--- src/source/flash_pkg.sv ---
`default_nettype none

package flash_pkg;

    // AXI response codes, only the two this slave ever returns
    typedef enum logic [1:0] {
        AXI_RESP_OKAY   = 2'd0,
        AXI_RESP_SLVERR = 2'd2
    } axi_resp_e;

    // One AXI read word is eight consecutive flash bytes
    parameter int READ_WORD_BYTES = 8;

    typedef logic [8*READ_WORD_BYTES-1:0] read_word_t;

    typedef logic [7:0] flash_byte_t;

    // Fast Read Quad Output, serial command and address, quad data
    parameter logic [7:0] FLASH_CMD_QUAD_READ = 8'h6B;

    // SCLK periods between the last address bit and the first data nibble
    parameter int FLASH_DUMMY_CLOCKS = 8;

    // QSPI sequencer states
    typedef enum logic [2:0] {
        IDLE,
        CMD,
        ADDR,
        DUMMY,
        DATA,
        GAP
    } reader_state_e;

endpackage

`default_nettype wire
--- src/source/flash_read_if.sv ---
`default_nettype none

interface flash_read_if #(
    parameter int FLASH_ADDR_BITS = 24
);

    // Request side
    logic                       start;
    logic                       keep;
    logic [FLASH_ADDR_BITS-1:0] addr;

    // Byte stream back from the flash
    logic                       byte_ready;
    flash_pkg::flash_byte_t     byte_data;

    modport requester (
        output start,
        output keep,
        output addr,
        input  byte_ready
    );

    modport reader (
        input  start,
        input  keep,
        input  addr,
        output byte_ready,
        output byte_data
    );

    // Observes the byte stream only
    modport sink (
        input byte_ready,
        input byte_data
    );

endinterface

`default_nettype wire

--- src/source/axi4lite_flash_top.sv ---
`default_nettype none

module axi4lite_flash_top #(
    parameter int FLASH_ADDR_BITS = 24
) (
    input  logic                                  bus,
    input  logic                                  rst,

    // AXI4-Lite read channels
    input  logic                                  arvalid,
    input  logic [FLASH_ADDR_BITS-1:0]            araddr,
    output logic                                  arready,
    output logic                                  rvalid,
    input  logic                                  rready,
    output flash_pkg::read_word_t                 rdata,
    output flash_pkg::axi_resp_e                  rresp,

    // AXI4-Lite write channels, always refused
    input  logic                                  awvalid,
    input  logic [FLASH_ADDR_BITS-1:0]            awaddr,
    output logic                                  awready,
    input  logic                                  wvalid,
    input  flash_pkg::read_word_t                 wdata,
    input  logic [flash_pkg::READ_WORD_BYTES-1:0] wstrb,
    output logic                                  wready,
    output logic                                  bvalid,
    input  logic                                  bready,
    output flash_pkg::axi_resp_e                  bresp,

    // QSPI flash pins
    input  logic [3:0]                            io_in,
    output logic                                  cs,
    output logic                                  sclk,
    output logic [3:0]                            io_out,
    output logic [3:0]                            io_oe
);

    logic last_byte;

    flash_read_if #(.FLASH_ADDR_BITS(FLASH_ADDR_BITS)) rd_if ();

    // awaddr, wdata and wstrb are part of the bus but every write is refused
    axi_flash_request #(.FLASH_ADDR_BITS(FLASH_ADDR_BITS)) u_request (
        .bus       (bus),
        .rst       (rst),
        .araddr    (araddr),
        .arvalid   (arvalid),
        .arready   (arready),
        .rvalid    (rvalid),
        .rready    (rready),
        .awvalid   (awvalid),
        .wvalid    (wvalid),
        .bready    (bready),
        .awready   (awready),
        .wready    (wready),
        .bvalid    (bvalid),
        .bresp     (bresp),
        .last_byte (last_byte),
        .req       (rd_if.requester)
    );

    qspi_flash_reader #(.FLASH_ADDR_BITS(FLASH_ADDR_BITS)) u_reader (
        .bus    (bus),
        .rst    (rst),
        .io_in  (io_in),
        .cs     (cs),
        .sclk   (sclk),
        .io_out (io_out),
        .io_oe  (io_oe),
        .req    (rd_if.reader)
    );

    read_word_assembler u_assembler (
        .bus       (bus),
        .rst       (rst),
        .last_byte (last_byte),
        .rready    (rready),
        .rvalid    (rvalid),
        .rdata     (rdata),
        .rresp     (rresp),
        .bytes     (rd_if.sink)
    );

endmodule

`default_nettype wire

--- src/source/read_word_assembler.sv ---
`default_nettype none

module read_word_assembler (
    input  logic                 bus,
    input  logic                 rst,
    input  logic                 last_byte,
    input  logic                 rready,
    output logic                 rvalid,
    output flash_pkg::read_word_t rdata,
    output flash_pkg::axi_resp_e rresp,

    flash_read_if.sink           bytes
);

    localparam int WORD_BITS = $bits(flash_pkg::read_word_t);
    localparam int BYTE_BITS = $bits(flash_pkg::flash_byte_t);

    flash_pkg::read_word_t word_q;

    // New bytes enter at the top, so after eight of them
    // the first byte sits in the lowest lane
    always_ff @(posedge bus) begin
        if (bytes.byte_ready) begin
            word_q <= {bytes.byte_data, word_q[WORD_BITS-1:BYTE_BITS]};
        end
    end

    always_ff @(posedge bus) begin
        if (rst) begin
            rvalid <= 1'b0;
        end else if (rvalid && rready) begin
            rvalid <= 1'b0;
        end else if (bytes.byte_ready && last_byte) begin
            rvalid <= 1'b1;
        end
    end

    // No bytes arrive while rvalid waits, so rdata holds under back-pressure
    assign rdata = word_q;
    assign rresp = flash_pkg::AXI_RESP_OKAY;

endmodule

`default_nettype wire

--- src/source/qspi_flash_reader.sv ---
`default_nettype none

module qspi_flash_reader #(
    parameter int FLASH_ADDR_BITS = 24
) (
    input  logic        bus,
    input  logic        rst,

    // Flash pins, split into out, enable and in for each IO line
    input  logic [3:0]  io_in,
    output logic        cs,
    output logic        sclk,
    output logic [3:0]  io_out,
    output logic [3:0]  io_oe,

    flash_read_if.reader req
);

    localparam int CMD_BITS  = 8;
    localparam int WIRE_BITS = 24;

    flash_pkg::reader_state_e      state;
    logic [4:0]                    cnt;
    logic [CMD_BITS+WIRE_BITS-1:0] shreg;
    logic [WIRE_BITS-1:0]          addr_wide;
    logic                          can_start;
    logic                          pending;
    logic                          hi_done;
    logic [3:0]                    nibble_hi;
    flash_pkg::flash_byte_t        byte_q;
    logic                          byte_ready_q;

    // Flash addresses are always 24 bits on the wire
    assign addr_wide = WIRE_BITS'(req.addr);

    // GAP counts as idle, a new request is held until CS has been high long enough
    assign can_start = state == flash_pkg::IDLE || state == flash_pkg::GAP;

    always_ff @(posedge bus) begin
        if (rst) begin
            state        <= flash_pkg::IDLE;
            cs           <= 1'b1;
            sclk         <= 1'b0;
            cnt          <= 5'd0;
            pending      <= 1'b0;
            hi_done      <= 1'b0;
            byte_ready_q <= 1'b0;
        end else begin
            byte_ready_q <= 1'b0;
            case (state)
                flash_pkg::IDLE: begin
                    if (req.start) begin
                        state <= flash_pkg::CMD;
                        cs    <= 1'b0;
                        cnt   <= 5'(CMD_BITS - 1);
                    end
                end
                flash_pkg::CMD: begin
                    sclk <= ~sclk;
                    // Bits advance on the falling edge
                    if (sclk) begin
                        if (cnt == 5'd0) begin
                            state <= flash_pkg::ADDR;
                            cnt   <= 5'(WIRE_BITS - 1);
                        end else begin
                            cnt <= cnt - 5'd1;
                        end
                    end
                end
                flash_pkg::ADDR: begin
                    sclk <= ~sclk;
                    if (sclk) begin
                        if (cnt == 5'd0) begin
                            state <= flash_pkg::DUMMY;
                            cnt   <= 5'(flash_pkg::FLASH_DUMMY_CLOCKS - 1);
                        end else begin
                            cnt <= cnt - 5'd1;
                        end
                    end
                end
                flash_pkg::DUMMY: begin
                    sclk <= ~sclk;
                    if (sclk) begin
                        if (cnt == 5'd0) begin
                            state   <= flash_pkg::DATA;
                            hi_done <= 1'b0;
                        end else begin
                            cnt <= cnt - 5'd1;
                        end
                    end
                end
                flash_pkg::DATA: begin
                    if (!sclk) begin
                        // keep is checked before the high nibble of the next byte
                        if (!hi_done && !req.keep) begin
                            state <= flash_pkg::GAP;
                            cs    <= 1'b1;
                            cnt   <= 5'd1;
                        end else begin
                            sclk         <= 1'b1;
                            hi_done      <= ~hi_done;
                            byte_ready_q <= hi_done;
                        end
                    end else begin
                        sclk <= 1'b0;
                    end
                end
                flash_pkg::GAP: begin
                    if (cnt == 5'd0) begin
                        if (pending || req.start) begin
                            state   <= flash_pkg::CMD;
                            cs      <= 1'b0;
                            cnt     <= 5'(CMD_BITS - 1);
                            pending <= 1'b0;
                        end else begin
                            state <= flash_pkg::IDLE;
                        end
                    end else begin
                        cnt <= cnt - 5'd1;
                        if (req.start) begin
                            pending <= 1'b1;
                        end
                    end
                end
                default: begin
                    state <= flash_pkg::IDLE;
                    cs    <= 1'b1;
                    sclk  <= 1'b0;
                end
            endcase
        end
    end

    // Opcode then address, MSB first
    always_ff @(posedge bus) begin
        if (req.start && can_start) begin
            shreg <= {flash_pkg::FLASH_CMD_QUAD_READ, addr_wide};
        end else if ((state == flash_pkg::CMD || state == flash_pkg::ADDR) && sclk) begin
            shreg <= {shreg[CMD_BITS+WIRE_BITS-2:0], 1'b0};
        end
    end

    // Sample on the edge that raises SCLK, high nibble first
    always_ff @(posedge bus) begin
        if (state == flash_pkg::DATA && !sclk) begin
            if (!hi_done) begin
                nibble_hi <= io_in;
            end else begin
                byte_q <= {nibble_hi, io_in};
            end
        end
    end

    assign io_out = {3'b000, shreg[CMD_BITS+WIRE_BITS-1]};
    assign io_oe  = (state == flash_pkg::CMD || state == flash_pkg::ADDR) ? 4'b0001 : 4'b0000;

    assign req.byte_ready = byte_ready_q;
    assign req.byte_data  = byte_q;

endmodule

`default_nettype wire

--- src/source/axi_flash_request.sv ---
`default_nettype none

module axi_flash_request #(
    parameter int FLASH_ADDR_BITS = 24
) (
    input  logic                       bus,
    input  logic                       rst,

    // AXI read address channel
    input  logic [FLASH_ADDR_BITS-1:0] araddr,
    input  logic                       arvalid,
    output logic                       arready,

    // R channel state, owned by the assembler
    input  logic                       rvalid,
    input  logic                       rready,

    // AXI write channels
    input  logic                       awvalid,
    input  logic                       wvalid,
    input  logic                       bready,
    output logic                       awready,
    output logic                       wready,
    output logic                       bvalid,
    output flash_pkg::axi_resp_e       bresp,

    output logic                       last_byte,

    flash_read_if.requester            req
);

    logic [3:0] remaining;
    logic       ar_fire;
    logic       wr_accept;

    assign ar_fire = arready && arvalid;

    // The flash read starts in the same cycle as the AR handshake
    assign req.start = ar_fire;
    assign req.addr  = araddr;
    assign req.keep  = remaining != 4'd0;

    // Counter still holds one while the eighth byte is on the interface
    assign last_byte = remaining == 4'd1;

    always_ff @(posedge bus) begin
        if (rst) begin
            arready <= 1'b1;
        end else if (ar_fire) begin
            arready <= 1'b0;
        end else if (rvalid && rready) begin
            arready <= 1'b1;
        end
    end

    always_ff @(posedge bus) begin
        if (rst) begin
            remaining <= 4'd0;
        end else if (ar_fire) begin
            remaining <= 4'(flash_pkg::READ_WORD_BYTES);
        end else if (req.byte_ready && remaining != 4'd0) begin
            remaining <= remaining - 4'd1;
        end
    end

    // Write error responder, unrelated to the read path
    // AW and W are taken together, one transfer at a time
    always_ff @(posedge bus) begin
        if (rst) begin
            wr_accept <= 1'b0;
            bvalid    <= 1'b0;
        end else begin
            wr_accept <= awvalid && wvalid && !wr_accept && !bvalid;
            if (bvalid && bready) begin
                bvalid <= 1'b0;
            end else if (wr_accept) begin
                bvalid <= 1'b1;
            end
        end
    end

    assign awready = wr_accept;
    assign wready  = wr_accept;
    assign bresp   = flash_pkg::AXI_RESP_SLVERR;

endmodule

`default_nettype wire

--- config.mk ---
export PLATFORM = sky130hd
export DESIGN_NAME = axi4lite_flash_top
export DESIGN_NICKNAME = d
export VERILOG_FILES = /design/src/source/flash_pkg.sv /design/src/source/flash_read_if.sv /design/src/source/axi4lite_flash_top.sv /design/src/source/read_word_assembler.sv /design/src/source/qspi_flash_reader.sv /design/src/source/axi_flash_request.sv
export SDC_FILE = /design/constraint.sdc
export NUM_CORES = 1
export LEC_CHECK = 0
export BUFFER_PORTS_ARGS = -buffer_cell sky130_fd_sc_hd__buf_4
export CAP_MARGIN = 25
export CORE_MARGIN = 3
export CORE_UTILIZATION = 43
export DETAILED_ROUTE_END_ITERATION = 10
export PLACE_DENSITY = 0.76
export SYNTH_ARGS = -nofsm -noshare
export SYNTH_HDL_FRONTEND = slang
export SYNTH_SLANG_ARGS = --single-unit
export TNS_END_PERCENT = 10
--- constraint.sdc ---
create_clock -name bus -period 2.5 [get_ports bus]
set_clock_uncertainty 0.2 [all_clocks]
set_input_delay 0.75 -clock bus [delete_from_list [all_inputs] [get_ports bus]]
set_output_delay 0.75 -clock bus [all_outputs]
set_load 0.05 [all_outputs]
==> out/results.md <==
* **number of top-level design ports** 214
* **overflow left after global routing** 0
* **H-tree depth** 4
* **asr flop ratio synth** 0%
* **Leakage Power** 2.61 nW
* **width of the die** 113 um
* **prevailing post-synth register cell** edfxtp_1
* **floorplan die height** 113 um
* **final-layout setup total negative slack** 0 ns
* **slowest cell on the critical path** dfxtp_1
* **path type of the worst setup path** register to output pin
* **Worst Tran Pin Value** 0.523 ns
* **most used cells in the layout excluding fill and tap cells** buf_4, edfxtp_1, nand2_1, dfxtp_1, a21oi_1
* **drt first-iter violations** 143
* **CTS max path bufs** 2
* **standard-cell rows** 38
* **setup slack of the worst register-to-register path** 0.25 ns
* **largest net degree at the start of global routing** 70
* **Arrival @ worst endpoint** 1.32 ns
* **via count of the first global-routing pass** 3,023
* **combined area of the multi-input logic cells** 0.00118 mm^2
* **Req. time, crit path** 1.55 ns
* **Antenna Diode Count** 0
* **most frequent standard cell in the layout excluding fill and tap cells** buf_4
* **TritonCTS clock tree** built
* **worst supply voltage drop on vdd** 0.497 mV
* **placeable core area** 0.0110 mm^2
* **type of the most critical hold path** register to register
* **starting density of the core** 44.7%
* **number of enable flip-flop cells after synthesis** 100
* **remaining routing DRC violations** 0
* **unique cell type count in the Yosys netlist** 51
* **DRT antenna net count** 0
* **total area of sequential cells** 0.00359 mm^2
* **wire length per cell after detailed routing** 14.3 um
* **number of port buffers** 107
* **startpoint of the worst register-to-register path** u_reader.cnt[0]
* **count of nets after finishing** 624
* **Endpoint, Worst Hold** u_assembler.rdata[61]
* **run status** complete, no violations
* **wire length after detailed routing** 9190 um
* **worst reg2reg path depth** 7
* **flop and latch count out of synthesis** 129
* **Ys Warns** 0
* **worst-case setup slack after placement** 0.255 ns
* **area enclosed by the die boundary** 0.0127 mm^2
* **final critical-path required period** 2.27 ns
* **CP startpoint kind** register
* **sequential share of the synthesized area** 72.9%
* **hold path cells** 0
* **RSZ-0062 raised after global routing** no
* **critical path capture point type** output pin
* **HPWL after detailed placement** 6330 um
* **Max Transition Viols Final** 0
* **detailed-route vias per instance** 4.86
* **delay of the slowest cell on the worst path** 0.47 ns
* **destination of the worst register-to-register timing path** u_reader.cnt[3]
* **critical path cell sequence** xnor2_1 > nor2_4 > buf_4
* **fraction of layout instances using a drive strength above 1** 30.9%
* **post-route fraction of the period consumed by the critical path** 90.8%
* **Min-Delay Startpoint** u_reader.req.byte_data[5]
* **Post CTS Setup Buffer Count** 0
* **number of antenna violations at the first check in global routing** 0
* **worst slew slack as a fraction of its limit** 65.0%
* **GRT Overall Usage** 14.6%
* **fillcell total** 894
* **vias post-DR** 3,120
* **Clk Tree Root Cell** clkbuf_16
* **number of clock sinks** 129
* **Post-Syn Instances** 373
* **Avg Inst Size Synth** 13.2 um^2
* **first-pass GRT wire length** 14,600 um
* **worst-path maximum fanout** 7
* **Pwr per Cell Area** 985 mW/mm^2
* **worst-case setup margin in the final layout** 0.230 ns
* **number of clock buffers inserted by TritonCTS** 17
* **final RePlAce weighted congestion** 0.832
* **Worst-path clk slew** 0.05 ns
* **Max-cap violations** 0
* **clock latency reported for the late side of the worst-skew pair** 0.40 ns
* **Final Hold Violating Endpoints** 0
* **final setup violation count** 0
* **Fmax achieved** 440 MHz
* **Detailed Routing Iterations Pass 1** 4
* **Netlist Area Pre-Place** 0.00491 mm^2
* **post-synthesis to final-layout area growth** 31.3%
## report_power, final
group	internal [W]	switching, W	total [W]
Combinational	0.000464	0.000752	0.00122
Clock	0.00155	0.000828	0.00238
Sequential	0.00261	0.000149	0.00276
Total	0.00462	0.00173	0.00635
## logic make-up after synthesis
| logic type | synth area share (%) |
|---|---|
| buf+inv | 3.77 |
| mux | 2.06 |
| flops | 72.9 |
| simple gates | 13.3 |
| fa+ha+maj | 0.993 |
| compound gates | 6.04 |
| other cells | 0.153 |
| xor+xnor | 0.713 |
## layer usage
metal | vias up | GRT usage (%) | share of wire [%]
li1 | 1541 | - | -
met1 | 1483 | 17.0 | 41
met2 | 85 | 24.5 | 51
met3 | 11 | 5.78 | 6.1
met4 | 0 | 5.37 | 1.0
met5 | - | 0 | 0
## worst max-delay path, delay by kind of cell, from the launching register on
| family | cells | cell delay, ns |
|---|---|---|
| DFF | 1 | 0.47 |
| and+or+nand+nor | 1 | 0.10 |
| xor gates and xnor gates | 1 | 0.14 |
| buffers and inverters | 1 | 0.20 |
## metrics by stage
step           cells  area (um^2)  util (%)  total power [W]  hold slack (ns)
2_1_floorplan    381         4950         -          0.00368            0.200
3_3_place_gp     611         5870      53.5          0.00395            0.202
3_5_place_dp     611         5870      53.5          0.00402            0.206
4_1_cts          642         6450      58.7          0.00641            0.220
5_1_grt          642         6450      58.7          0.00667            0.227
6_report         642         6450      58.7          0.00635            0.221
## cell usage after synthesis (2+ instances only)
library cell / instances / share of area, %
buf_2: 4 / 0.41
xor2_1: 2 / 0.36
edfxtp_1: 100 / 61
buf_1: 2 / 0.15
nor2_1: 19 / 1.5
nor4_1: 2 / 0.25
a21oi_1: 19 / 1.9
conb_1: 2 / 0.15
or3_1: 2 / 0.25
inv_1: 7 / 0.53
xnor2_1: 2 / 0.36
a311oi_1: 2 / 0.36
nand3_1: 6 / 0.61
dfxtp_1: 29 / 12
nor3_1: 6 / 0.61
and2_1: 4 / 0.51
nor2b_1: 4 / 0.51
nand2_1: 88 / 6.7
mux2i_1: 9 / 1.8
buf_4: 12 / 1.8
and3_1: 2 / 0.25
ha_1: 3 / 0.76
a211oi_1: 2 / 0.31
nor3b_1: 2 / 0.31
clkbuf_1: 8 / 0.61
a31oi_1: 3 / 0.38
o21bai_1: 2 / 0.31
o21ai_0: 6 / 0.61
o31ai_1: 2 / 0.31
## sequential cells by signal, indices dropped and copies added (netlist names), 3 cells and up
name                    flops
u_assembler.rdata          64
u_reader.cnt                5
u_reader.nibble_hi          4
u_reader.req.byte_data      8
u_reader.shreg             32
u_reader.state              3
u_request.remaining         4
## final cells by class
cell class / instances / share of cell area [%]
Clock inverter: 12 / 2.19
Clock buffer: 19 / 6.71
Timing Repair Buffer: 117 / 14.0
Sequential cell: 129 / 55.6
Inverter: 7 / 0.407
Tap cell: 140 / 2.72
Multi-Input combinational cell: 218 / 18.4
## worst max-delay path by stage
stage,from,endpoint,depth (start not counted)
after floorplan,u_request.arready,u_reader.shreg[0],5
after global placement,arvalid,u_reader.shreg[18],6
after detailed placement,u_reader.cnt[0],u_reader.cnt[3],7
after CTS,u_reader.state[0],io_oe[0],3
after global routing,u_reader.cnt[0],u_reader.cnt[2],7
final,u_reader.state[1],io_oe[0],3
## what timing repair did
action,in CTS,in global routing
endpoints found under the setup margin,0,1
hold buffers,0,0
resized for setup,0,1
Note: power is estimated with default switching activity, not from simulation.
